$ cat src/uf_defs.svh
`ifndef UF_DEFS_SVH
`define UF_DEFS_SVH

// ##################################################
// Decoder sizing

// Number of processing units, one edge to the left of each
`define UF_CHAIN_LENGTH 8

// Merge and peeling wait this many extra cycles before trusting the
// registered busy flag, which lags the units by two cycles
`define UF_MAXIMUM_DELAY 2

// ##################################################
// Counter widths

`define UF_ITERATION_WIDTH 8
`define UF_CYCLE_WIDTH 32

`endif

$ cat src/uf_pkg.sv
`include "uf_defs.svh"

package uf_pkg;

    // Global decoding stage, shared by the controller and every unit
    typedef enum logic [2:0] {
        STAGE_IDLE                = 3'd0,
        STAGE_MEASUREMENT_LOADING = 3'd1,
        STAGE_GROW                = 3'd2,
        STAGE_MERGE               = 3'd3,
        STAGE_PEELING             = 3'd4,
        STAGE_RESULT_VALID        = 3'd5
    } stage_t;

    // One defect bit per unit
    typedef logic [`UF_CHAIN_LENGTH-1:0] syndrome_t;

    // Bit i is the edge to the left of unit i, bit 0 runs to the boundary
    typedef logic [`UF_CHAIN_LENGTH-1:0] correction_t;

    typedef logic [`UF_CHAIN_LENGTH-1:0] unit_flags_t;

    typedef logic [`UF_ITERATION_WIDTH-1:0] iteration_t;
    typedef logic [`UF_CYCLE_WIDTH-1:0] cycle_t;

endpackage

$ cat src/uf_array_if.sv
`timescale 1ns/1ps

interface uf_array_if;

    uf_pkg::stage_t      stage;
    uf_pkg::syndrome_t   syndrome;
    uf_pkg::unit_flags_t busy_pe;
    uf_pkg::unit_flags_t odd_pe;
    uf_pkg::correction_t correction;

    modport controller (
        output stage,
        input  busy_pe,
        input  odd_pe
    );

    modport intake (
        output syndrome
    );

    // The unit chain sees the stage and the syndrome and reports back
    modport array (
        input  stage,
        input  syndrome,
        output busy_pe,
        output odd_pe,
        output correction
    );

endinterface

$ cat src/syndrome_intake.sv
`timescale 1ns/1ps

module syndrome_intake (
    input  logic              clk,
    input  logic              reset,
    input  logic              syndrome_req,
    input  uf_pkg::syndrome_t syndrome_in,
    output logic              syndrome_ack,
    output logic              new_round_start,
    uf_array_if.intake        bus,
    input  logic              idle
);

    typedef enum logic {
        ACK_LOW,
        ACK_HIGH
    } ack_state_t;

    ack_state_t ack_state;
    logic       accept;

    // A request is only taken while the decoder sits idle
    assign accept = (ack_state == ACK_LOW) && syndrome_req && idle;

    assign syndrome_ack = (ack_state == ACK_HIGH);

    always_ff @(posedge clk) begin
        if (reset) begin
            ack_state <= ACK_LOW;
            new_round_start <= 1'b0;
        end else begin
            new_round_start <= 1'b0;
            case (ack_state)
                ACK_LOW: begin
                    if (accept) begin
                        ack_state <= ACK_HIGH;
                        new_round_start <= 1'b1;
                    end
                end
                ACK_HIGH: begin
                    // Hold ack until the sender lets go of req
                    if (!syndrome_req) begin
                        ack_state <= ACK_LOW;
                    end
                end
                default: begin
                    ack_state <= ACK_LOW;
                end
            endcase
        end
    end

    always_ff @(posedge clk) begin
        if (accept) begin
            bus.syndrome <= syndrome_in;
        end
    end

endmodule

$ cat src/unified_controller.sv
`timescale 1ns/1ps
`include "uf_defs.svh"

module unified_controller (
    input  logic               clk,
    input  logic               reset,
    input  logic               new_round_start,
    uf_array_if.controller     bus,
    output logic               idle,
    output logic               result_valid,
    output uf_pkg::iteration_t iteration_count,
    output uf_pkg::cycle_t     cycle_count
);

    localparam int DELAY_WIDTH = $clog2(`UF_MAXIMUM_DELAY + 1);

    uf_pkg::stage_t         stage;
    logic [DELAY_WIDTH-1:0] delay_count;
    logic                   busy_any;
    logic                   odd_any;

    assign bus.stage = stage;
    assign idle = (stage == uf_pkg::STAGE_IDLE);

    // ##################################################
    // Registered summary of the unit flags

    always_ff @(posedge clk) begin
        if (reset) begin
            busy_any <= 1'b0;
            odd_any <= 1'b0;
        end else begin
            busy_any <= |bus.busy_pe;
            odd_any <= |bus.odd_pe;
        end
    end

    // ##################################################
    // Round statistics

    // Grow lasts a single cycle, so every grow cycle is a fresh entry
    always_ff @(posedge clk) begin
        if (reset) begin
            iteration_count <= '0;
        end else if (stage == uf_pkg::STAGE_MEASUREMENT_LOADING) begin
            iteration_count <= '0;
        end else if (stage == uf_pkg::STAGE_GROW) begin
            iteration_count <= iteration_count + 1'b1;
        end
    end

    // Counts every cycle of a round, loading included
    always_ff @(posedge clk) begin
        if (reset) begin
            cycle_count <= '0;
        end else if (stage == uf_pkg::STAGE_MEASUREMENT_LOADING) begin
            cycle_count <= uf_pkg::cycle_t'(1);
        end else if (!result_valid && stage != uf_pkg::STAGE_IDLE) begin
            cycle_count <= cycle_count + 1'b1;
        end
    end

    // ##################################################
    // Stage sequence

    always_ff @(posedge clk) begin
        if (reset) begin
            stage <= uf_pkg::STAGE_IDLE;
            delay_count <= '0;
            result_valid <= 1'b0;
        end else begin
            case (stage)
                uf_pkg::STAGE_IDLE: begin
                    if (new_round_start) begin
                        stage <= uf_pkg::STAGE_MEASUREMENT_LOADING;
                        delay_count <= '0;
                        result_valid <= 1'b0;
                    end
                end
                uf_pkg::STAGE_MEASUREMENT_LOADING: begin
                    stage <= uf_pkg::STAGE_GROW;
                    delay_count <= '0;
                end
                uf_pkg::STAGE_GROW: begin
                    stage <= uf_pkg::STAGE_MERGE;
                    delay_count <= '0;
                end
                uf_pkg::STAGE_MERGE: begin
                    // Busy and odd are stale until the guard has expired
                    if (delay_count >= `UF_MAXIMUM_DELAY) begin
                        if (!busy_any) begin
                            delay_count <= '0;
                            if (odd_any) begin
                                stage <= uf_pkg::STAGE_GROW;
                            end else begin
                                stage <= uf_pkg::STAGE_PEELING;
                            end
                        end
                    end else begin
                        delay_count <= delay_count + 1'b1;
                    end
                end
                uf_pkg::STAGE_PEELING: begin
                    if (delay_count >= `UF_MAXIMUM_DELAY) begin
                        if (!busy_any) begin
                            stage <= uf_pkg::STAGE_RESULT_VALID;
                            delay_count <= '0;
                        end
                    end else begin
                        delay_count <= delay_count + 1'b1;
                    end
                end
                uf_pkg::STAGE_RESULT_VALID: begin
                    stage <= uf_pkg::STAGE_IDLE;
                    result_valid <= 1'b1;
                end
                default: begin
                    stage <= uf_pkg::STAGE_IDLE;
                end
            endcase
        end
    end

endmodule

$ cat src/processing_unit.sv
`timescale 1ns/1ps

module processing_unit #(
    parameter bit left_boundary = 1'b0,
    parameter bit right_end = 1'b0
) (
    input  logic           clk,
    input  logic           reset,
    input  uf_pkg::stage_t stage,
    input  logic           defect,
    input  logic           left_occupied,
    input  logic           left_odd,
    input  logic           right_occupied,
    input  logic           right_odd,
    input  logic           right_suffix_parity,
    output logic           occupied,
    output logic           cluster_odd,
    output logic           suffix_parity,
    output logic           busy,
    output logic           correction
);

    logic left_link;
    logic right_link;
    logic grow_request;
    logic suffix_next;
    logic odd_next;
    logic correction_next;

    // Only a real neighbour takes part, the chain ends have none
    assign left_link = !left_boundary && left_occupied;
    assign right_link = !right_end && right_occupied;

    assign grow_request = (left_link && left_odd) || (right_link && right_odd);

    // Parity of the defects from this unit to the right end of its cluster
    assign suffix_next = defect ^ (right_link && right_suffix_parity);

    // The leftmost unit of a cluster decides its oddness and passes it right.
    // A cluster touching the boundary can always be matched there
    always_comb begin
        if (left_link) begin
            odd_next = left_odd;
        end else if (left_boundary) begin
            odd_next = 1'b0;
        end else begin
            odd_next = suffix_parity;
        end
    end

    assign correction_next = occupied && suffix_parity;

    always_ff @(posedge clk) begin
        if (reset) begin
            occupied <= 1'b0;
            cluster_odd <= 1'b0;
            suffix_parity <= 1'b0;
            busy <= 1'b0;
            correction <= 1'b0;
        end else begin
            busy <= 1'b0;
            case (stage)
                uf_pkg::STAGE_MEASUREMENT_LOADING: begin
                    occupied <= defect;
                    cluster_odd <= 1'b0;
                    suffix_parity <= 1'b0;
                end
                uf_pkg::STAGE_GROW: begin
                    if (!occupied && grow_request) begin
                        occupied <= 1'b1;
                    end
                end
                uf_pkg::STAGE_MERGE: begin
                    if (occupied) begin
                        suffix_parity <= suffix_next;
                        cluster_odd <= odd_next;
                        busy <= (suffix_next != suffix_parity) || (odd_next != cluster_odd);
                    end
                end
                uf_pkg::STAGE_PEELING: begin
                    correction <= correction_next;
                    busy <= (correction_next != correction);
                end
                default: begin
                end
            endcase
        end
    end

endmodule

$ cat src/pu_chain.sv
`timescale 1ns/1ps
`include "uf_defs.svh"

module pu_chain (
    input  logic      clk,
    input  logic      reset,
    uf_array_if.array bus
);

    localparam int N = `UF_CHAIN_LENGTH;

    uf_pkg::unit_flags_t occupied;
    uf_pkg::unit_flags_t cluster_odd;
    uf_pkg::unit_flags_t suffix_parity;
    uf_pkg::unit_flags_t left_occupied;
    uf_pkg::unit_flags_t left_odd;
    uf_pkg::unit_flags_t right_occupied;
    uf_pkg::unit_flags_t right_odd;
    uf_pkg::unit_flags_t right_suffix_parity;

    // Neighbour views, shifted in a zero where the chain ends
    assign left_occupied = {occupied[N-2:0], 1'b0};
    assign left_odd = {cluster_odd[N-2:0], 1'b0};
    assign right_occupied = {1'b0, occupied[N-1:1]};
    assign right_odd = {1'b0, cluster_odd[N-1:1]};
    assign right_suffix_parity = {1'b0, suffix_parity[N-1:1]};

    // Oddness only counts for sites inside a cluster
    assign bus.odd_pe = cluster_odd & occupied;

    for (genvar i = 0; i < N; i++) begin : g_unit
        processing_unit #(
            .left_boundary(i == 0),
            .right_end(i == N - 1)
        ) pu (
            .clk                (clk),
            .reset              (reset),
            .stage              (bus.stage),
            .defect             (bus.syndrome[i]),
            .left_occupied      (left_occupied[i]),
            .left_odd           (left_odd[i]),
            .right_occupied     (right_occupied[i]),
            .right_odd          (right_odd[i]),
            .right_suffix_parity(right_suffix_parity[i]),
            .occupied           (occupied[i]),
            .cluster_odd        (cluster_odd[i]),
            .suffix_parity      (suffix_parity[i]),
            .busy               (bus.busy_pe[i]),
            .correction         (bus.correction[i])
        );
    end

endmodule

$ cat src/uf_decoder_top.sv
`timescale 1ns/1ps

module uf_decoder_top (
    input  logic                clk,
    input  logic                reset,
    input  logic                syndrome_req,
    input  uf_pkg::syndrome_t   syndrome_in,
    output logic                syndrome_ack,
    output logic                result_valid,
    output uf_pkg::correction_t correction,
    output uf_pkg::iteration_t  iteration_count,
    output uf_pkg::cycle_t      cycle_count
);

    logic new_round_start;
    logic idle;

    uf_array_if array_bus ();

    assign correction = array_bus.correction;

    syndrome_intake intake0 (
        .clk            (clk),
        .reset          (reset),
        .syndrome_req   (syndrome_req),
        .syndrome_in    (syndrome_in),
        .syndrome_ack   (syndrome_ack),
        .new_round_start(new_round_start),
        .bus            (array_bus.intake),
        .idle           (idle)
    );

    unified_controller controller0 (
        .clk            (clk),
        .reset          (reset),
        .new_round_start(new_round_start),
        .bus            (array_bus.controller),
        .idle           (idle),
        .result_valid   (result_valid),
        .iteration_count(iteration_count),
        .cycle_count    (cycle_count)
    );

    pu_chain chain0 (
        .clk  (clk),
        .reset(reset),
        .bus  (array_bus.array)
    );

endmodule

$ cat config.mk
export PLATFORM = sky130hd
export DESIGN_NAME = uf_decoder_top
export DESIGN_NICKNAME = d
export VERILOG_FILES = /design/src/uf_pkg.sv /design/src/uf_array_if.sv /design/src/syndrome_intake.sv /design/src/unified_controller.sv /design/src/processing_unit.sv /design/src/pu_chain.sv /design/src/uf_decoder_top.sv
export VERILOG_INCLUDE_DIRS = /design/src
export SDC_FILE = /design/constraint.sdc
export NUM_CORES = 1
export LEC_CHECK = 0
export ABC_AREA = 1
export ABC_CLOCK_PERIOD_IN_PS = 4800
export BUFFER_PORTS_ARGS = -buffer_cell sky130_fd_sc_hd__buf_4
export CORE_MARGIN = 1
export CORE_UTILIZATION = 55
export DETAILED_ROUTE_END_ITERATION = 8
export PLACE_DENSITY = 0.76
export RECOVER_POWER = 100
export SLEW_MARGIN = 10
export SYNTH_ARGS = -nofsm -noshare
export SYNTH_HDL_FRONTEND = slang
export SYNTH_SLANG_ARGS = --single-unit
$ cat constraint.sdc
create_clock -name clk -period 4.8 [get_ports clk]
set_input_delay 0.72 -clock clk [delete_from_list [all_inputs] [get_ports clk]]
set_output_delay 0.72 -clock clk [all_outputs]
set_load 0.02 [all_outputs]
==> summary.txt, run 1 <==
Yosys
  • Synth Area in Compound Gates: 0.1470
  • Distinct cell type count after synthesis: 40
  • Post-Synth XOR/XNOR Area: 0.05784
  • Main synth FF type: dfxtp_1
  • Syn nets: 727
  • Largest area contributor in the netlist: dfxtp_1
  • Multiplexer share of the synthesized area: 0
  • Async S/R FF share, synth: 0
  • Synth warnings: 0
  • Largest family of logic cells by synthesized area: simple AND/OR/NAND/NOR gates
  • Sequential fraction of the synthesis area: 0.4046
  • Mean Syn Cell Area: 6.999 µm²
  • Synth top area share: 0.3565
  • Post-synthesis cell count: 714
  • Yosys reg bits: 97
  • Post-Synth Adder-Cell Area: 0.005008
  • Post-synth EDFFs: 8
  • Synth top area cells: dfxtp_1 (36%), nand2_1 (14%), inv_1 (7.1%)
  • Post-Synth Simple-Gate Area: 0.2819
  • Area of the mapped netlist: 4997 µm²

GRT
  • Grt total ovfl: 0
  • All-Layer GR Usage: 0.2505
  • Number of global-route vias before repair: 4363
  • Initial antenna violation count: 0
  • Largest net degree at the start of global routing: 29
  • First-pass GRT wire length: 19640 µm

Floorplan
  • Core area: 8763 µm²
  • Ports: 61
  • Die ar.: 9471 µm²
  • Initial Util: 0.5702
  • Die span in x: 97.32 µm
  • Die height: 97.32 µm
  • Row cnt: 34

Placed design
  • Dpl hpwl: 8294 µm
  • RePlAce Congestion: 0.8675
  • PortBufs: 60

Timing
  • Actual slew at the worst max-slew pin: 1.360 ns
  • Max_slew headroom: 0.08653
  • Final setup TNS: 0 ns
  • Hold Vio Cnt, Final: 0
  • Tcrit/Tclk final: 0.6736
  • Setup repair after global routing missed its margin: no
  • Fmax: 0.3093 GHz
  • Max Slew Vio Count: 0
  • Tmin final: 3.233 ns
  • # setup viols final: 0
  • Clk_skew: 0.01188 ns

Critical path
  • CP arrival: 3.46 ns
  • Crit end category: flip-flop
  • Worst setup path category: input pin to flip-flop
  • Critical-path maximum fanout: 28
  • Crit path launch type: input pin
  • Worst Path Required: 5.03 ns

Clock network
  • # clock sinks: 97
  • Post-cts hold buffer count: 0
  • Clock Tree Buf Depth: 2
  • CTS tree: built
  • Clock slew at reported path FFs: 0.08 ns
  • Worst skew pair latency: 0.35 ns
  • H-tree lvl count: 3
  • CTS resizes: 0
  • Post-CTS Setup Bufs: 0
  • Root Buffer: clkbuf_8
  • Num CTS Buffers: 9

Routing
  • Met3 WL: 532 µm
  • Post-route DRC: 0
  • Detailed-route via count: 4667
  • Final wirelength: 11640 µm
  • First-pass detailed-route iteration total: 5
  • Avg WL per Cell: 13.33 µm
  • Vias per inst: 5.346
  • Post-DRT Antenna Nets: 0
  • DR iter-0 viols: 291
  • Highest routed metal layer: met4
  • Met1 WL: 5545 µm
  • DR WL met2: 5451 µm

Power and ir drop
  • Power share of the combinational group: 0.323
  • Reg power frac: 0.459
  • Sw frac: 0.3895
  • Leak: 0.002129 µW
  • Clock share of power: 0.218
  • Pint: 1427 µW
  • Power per cell area: 433.3 nW/µm²
  • Psw: 910.1 µW
  • Maximum VDD drop: 0.2611 mV

Layout
  • Area grow syn2layout: 7.912%
  • Ratio of cells with drive above 1 in the final layout: 0.04837
  • Final #Nets: 776
  • Final core occ: 0.6154
  • Antenna diode count: 0

Run status
  • Outcome: complete, no violations

Min path
  • Hold Crit Class: flip-flop to flip-flop

Flow run
  • Max-cap check violation count: 0
-- cells in the mapped netlist, types with 3 or more instances --
| master | instances |
|---|---|
| nor2_2 | 4 |
| a31oi_1 | 3 |
| o21bai_1 | 3 |
| inv_1 | 94 |
| nand3_1 | 31 |
| buf_2 | 7 |
| buf_4 | 10 |
| nor3_1 | 4 |
| nand2_1 | 187 |
| o21ai_1 | 9 |
| inv_2 | 3 |
| xor2_1 | 16 |
| xnor2_1 | 17 |
| nand4_1 | 10 |
| edfxtp_1 | 8 |
| nand2_2 | 4 |
| dfxtp_1 | 89 |
| nor2_1 | 73 |
| clkbuf_1 | 4 |
| a21oi_1 | 60 |
| o21ai_0 | 49 |
-- placed cells by master (no fill, tap or decap), types with 3 or more instances in the layout --
cell,netlist,layout
a21oi_1,60,60
o21ai_0,49,57
nor3_1,4,5
clkbuf_1,4,54
clkbuf_8,0,10
nand2_2,4,4
nand2_1,187,188
dfxtp_1,89,89
a31oi_1,3,3
nor2_2,4,3
o21bai_1,3,3
xor2_1,16,16
clkbuf_4,0,8
inv_1,94,96
nand3_1,31,31
nor2_1,73,74
xnor2_1,17,17
nand4_1,10,10
edfxtp_1,8,8
-- path summary, 6_finish.rpt --
path	startpoint	depth (start not counted)	slack (ns)	end
worst max-delay path	reset	6	1.57	controller0.iteration_count[0]
worst min-delay path	controller0.iteration_count[7]	2	0.48	controller0.iteration_count[7]
worst max register to register	controller0.bus.stage[0]	7	1.83	controller0.iteration_count[0]
worst min register to register	controller0.iteration_count[7]	2	0.48	controller0.iteration_count[7]
-- logic make-up (layout without fill, tap and decap cells) --
group,count (synthesis),count (layout)
flip-flops,97,97
adder cells (fa/ha/maj),2,2
AND/OR/NAND/NOR,326,326
AO/OA/AOI/OAI,135,135
buffers and inverters,121,172
XOR/XNOR,33,33
-- cell type report --
type                            count  area [µm²]
Clock buffer                       12       145.1
Clock inverter                      1       30.03
Fill cell                         864        3371
Inverter                           98       370.4
Multi-Input combinational cell    496        2427
Sequential cell                    97        2022
Tap cell                          108       135.1
Timing Repair Buffer               61       262.8
-- per-layer routing --
metal	global-route usage	vias to the layer above
met4	0.07466	0
li1	-	2364
met1	0.3371	2170
met5	0	-
met3	0.03309	10
met2	0.4204	123
-- per-stage QoR --
step                      area, µm²  instances  hold WS [ns]  total power, µW  setup slack (ns)
after floorplan                4997        714        0.4509             1709             2.995
after global placement         5443        860        0.4628             1856             2.251
after detailed placement       5443        860        0.4710             1888             2.203
after CTS                      5618        873        0.4843             2393             2.457
after global routing           5393        873        0.5124             2483             1.332
final                          5393        873        0.4799             2337             1.567
-- registers in the layout (all words and copies together) (netlist names) --
name	flops
controller0.cycle_count	32
chain0.g_unit.pu.busy	8
chain0.g_unit.pu.correction	8
chain0.g_unit.pu.occupied	8
chain0.g_unit.pu.suffix_parity	8
controller0.iteration_count	8
intake0.bus.syndrome	8
chain0.g_unit.pu.cluster_odd	7
controller0.bus.stage	3
controller0.delay_count	2
controller0.busy_any	1
controller0.odd_any	1
controller0.result_valid	1
intake0.new_round_start	1
intake0.syndrome_ack	1
-- worst max-delay path, cell delays in order --
cell	delay, ns
clkbuf_1	0.89
inv_1	0.77
nand2_4	0.53
inv_1	0.32
o21ai_0	0.15
a21oi_1	0.05
-- power groups by stage --
stage	sequential (µW)	clock, µW	combinational, µW
CTS	1070	520	797
finish	1070	509	756
detailed placement	1090	0	795
global placement	1090	0	769
global route	1090	552	841
floorplan	1080	0	626
Note: power is estimated with default switching activity, not from simulation.
==> run 2: changes to the inputs <==
Settings changed: ABC_AREA 1 to 0, ABC_CLOCK_PERIOD_IN_PS 4800 to 2800, CORE_UTILIZATION 55 to 52.
Clock period 4.8 ns to 2.8 ns, I/O delays scaled along.
==> run 2 against run 1 <==
  * Total power rose by 13%
  * Global-route usage fell by 2.9 points
  * Flip-flop and latch count did not move
  * Sequential share of layout area rose by 3.8 points
  * Hold slack got worse by 0.22 ns
  * First-iteration DRC count fell by 32%
  * Worst setup slack got worse by 0.99 ns
  * Cell area fell by 9.1%
  * Routed wire length fell by 19%
  * Cell count fell by 23%
  * Die area fell by 4.4%
==> summary.txt, run 2 <==
Routing
  • Avg WL per Cell: 13.99 µm
  • Detailed-route via count: 3719
  • Final wirelength: 9390 µm
  • Vias per inst: 5.542
  • First-pass detailed-route iteration total: 4
  • Post-route DRC: 0
  • Post-DRT Antenna Nets: 0
  • DR iter-0 viols: 198

Placed design
  • RePlAce Congestion: 0.8278
  • Dpl hpwl: 6531 µm
  • PortBufs: 60
  • Post-DP Area: 4936 µm²

Clock network
  • Root Buffer: clkbuf_8
  • Worst skew pair latency: 0.35 ns
  • Clock Tree Buf Depth: 2
  • H-tree lvl count: 3
  • # clock sinks: 97
  • Post-CTS Setup Bufs: 0
  • CTS resizes: 0
  • Post-cts hold buffer count: 0
  • CTS tree: built
  • Clock slew at reported path FFs: 0.09 ns
  • Num CTS Buffers: 9

GRT
  • Number of global-route vias before repair: 3462
  • Largest net degree at the start of global routing: 49
  • First-pass GRT wire length: 15790 µm
  • All-Layer GR Usage: 0.2215
  • Initial antenna violation count: 0
  • Grt total ovfl: 0

Timing
  • Clk_skew: 0.01049 ns
  • Final setup TNS: 0 ns
  • # setup viols final: 0
  • Hold Vio Cnt, Final: 0
  • Setup repair after global routing missed its margin: no
  • Fmax: 0.4498 GHz
  • Tmin final: 2.223 ns
  • Max Slew Vio Count: 0
  • Hold WS: 0.2616 ns
  • Max_slew headroom: 0.2884
  • Tcrit/Tclk final: 0.7940
  • Actual slew at the worst max-slew pin: 1.065 ns

Layout
  • Ratio of cells with drive above 1 in the final layout: 0.06714
  • Most frequent cells in the layout: dfxtp_1 (89), nor2_1 (84), nand2_1 (56), clkbuf_1 (56), a21oi_1 (32)
  • Final #Nets: 574
  • Final core occ: 0.5904
  • Number of flip-flops under the largest register name: 32
  • Area grow syn2layout: 8.537%
  • Largest Register: controller0.cycle_count
  • Most common cell after layout, fill and taps aside: dfxtp_1
  • Final Instance Area: 4900 µm²
  • Antenna diode count: 0

Power and ir drop
  • Psw: 678.9 µW
  • Sw frac: 0.2577
  • Leak: 0.001695 µW
  • Clock share of power: 0.331
  • Power per cell area: 537.8 nW/µm²
  • Maximum VDD drop: 0.3450 mV
  • Pint: 1956 µW
  • Reg power frac: 0.571
  • Power share of the combinational group: 0.098

Critical path
  • Critical-path maximum fanout: 12
  • Worst Path Required: 3.02 ns
  • Worst setup path category: flip-flop to flip-flop
  • Crit end category: flip-flop
  • Worst R2R Setup Slack: 0.58 ns
  • RR Startpoint: controller0.bus.stage[0]
  • Crit path launch type: flip-flop
  • CP arrival: 2.45 ns
  • Crit path to: controller0.cycle_count[22]
  • R2r endpoint: controller0.cycle_count[22]
  • Worst Reg-to-Reg Cells: 6
  • CP startpoint: controller0.bus.stage[0]

Yosys
  • Area of the mapped netlist: 4514 µm²
  • Async S/R FF share, synth: 0
  • Mean Syn Cell Area: 8.681 µm²
  • Distinct cell type count after synthesis: 58
  • Sequential fraction of the synthesis area: 0.4479
  • Yosys reg bits: 97
  • Synth warnings: 0
  • Syn nets: 533
  • Synth top area cells: dfxtp_1 (39%), nor2_1 (7.0%), xor2_1 (6.0%)
  • Synth top area share: 0.3947
  • Most frequent cell after synthesis: dfxtp_1
  • Largest area contributor in the netlist: dfxtp_1
  • Top cells by count, synth: dfxtp_1 (89), nor2_1 (84), nand2_1 (56)
  • Main synth FF type: dfxtp_1
  • Post-synthesis cell count: 520
  • Post-synth EDFFs: 8

Floorplan
  • Die span in x: 95.18 µm
  • Initial Util: 0.5439
  • Ports: 61
  • Row cnt: 33
  • Die ar.: 9058 µm²
  • Die height: 95.18 µm
  • Core area: 8299 µm²

Min path
  • Hold path depth: 1
  • Worst hold start: syndrome_in[7]
  • Hold Crit Class: input pin to flip-flop

Flow run
  • Max-cap check violation count: 0

Run status
  • Outcome: complete, no violations
-- run 2: cell count changes after synthesis, moves of 5 or more --
cell,change
clkbuf_1,+13
a32oi_1,+10
a21oi_1,-28
o21ai_1,-7
xor2_1,+15
inv_1,-87
nand2_1,-131
xnor2_1,+8
a22oi_1,+6
o21ai_0,-41
nor2_1,+11
and2_1,+5
-- run 2: cell families (layout without fill, tap and decap cells) --
group	Yosys count	in the layout	synth area share
AO/OA/AOI/OAI	79	79	0.1122
XOR/XNOR	56	56	0.1086
adder cells (fa/ha/maj)	2	2	0.005542
AND/OR/NAND/NOR	240	240	0.2688
buffers and inverters	44	90	0.05238
flip-flops	97	97	0.4479
multiplexers	2	2	0.004435
-- run 2: cell type report --
type	count	area (µm²)
timing repair buffer	66	292.8
fill	786	3400
inverter	8	31.28
clock inverter	2	10.01
multi-input combinational	379	2228
sequential	97	2022
clock buffer	14	183.9
tap	105	131.4
-- run 2: worst max-delay path, stage by stage, from the launching register on --
cell and delay, ns:
dfxtp_1 0.53, nor3_1 0.16, clkbuf_1 0.24, nor3_1 0.73, nand3_1 0.19, xnor2_1 0.20
nor2_1 0.06
-- run 2: power groups by stage --
stage,sequential (µW),clock [µW],combinational [µW]
after floorplan,1520,0,219
after global placement,1530,0,272
after detailed placement,1540,0,277
after CTS,1500,905,279
after global routing,1510,950,292
final,1500,872,258
-- run 2: per-stage QoR --
step	total power (µW)	instances	setup WS (ns)
final	2635	671	0.5767
after floorplan	1737	520	0.9896
after global routing	2756	671	0.3590
after global placement	1806	655	0.8794
after CTS	2689	671	0.8082
after detailed placement	1814	655	0.8265
-- run 2: metal layers --
layer	up-vias	track usage	routed length, µm
li1	1887	-	-
met1	1733	0.2726	4369
met2	93	0.3899	4446
met3	6	0.03987	505
met4	0	0.06944	68
met5	-	0	0
-- run 2: worst min path at each step --
stage | slack, ns | end
after global routing | 0.24 | intake0.bus.syndrome[0]
after CTS | 0.22 | intake0.bus.syndrome[7]
final | 0.26 | intake0.bus.syndrome[7]
after floorplan | 0.45 | controller0.delay_count[0]
after global placement | 0.46 | controller0.delay_count[0]
after detailed placement | 0.47 | controller0.busy_any
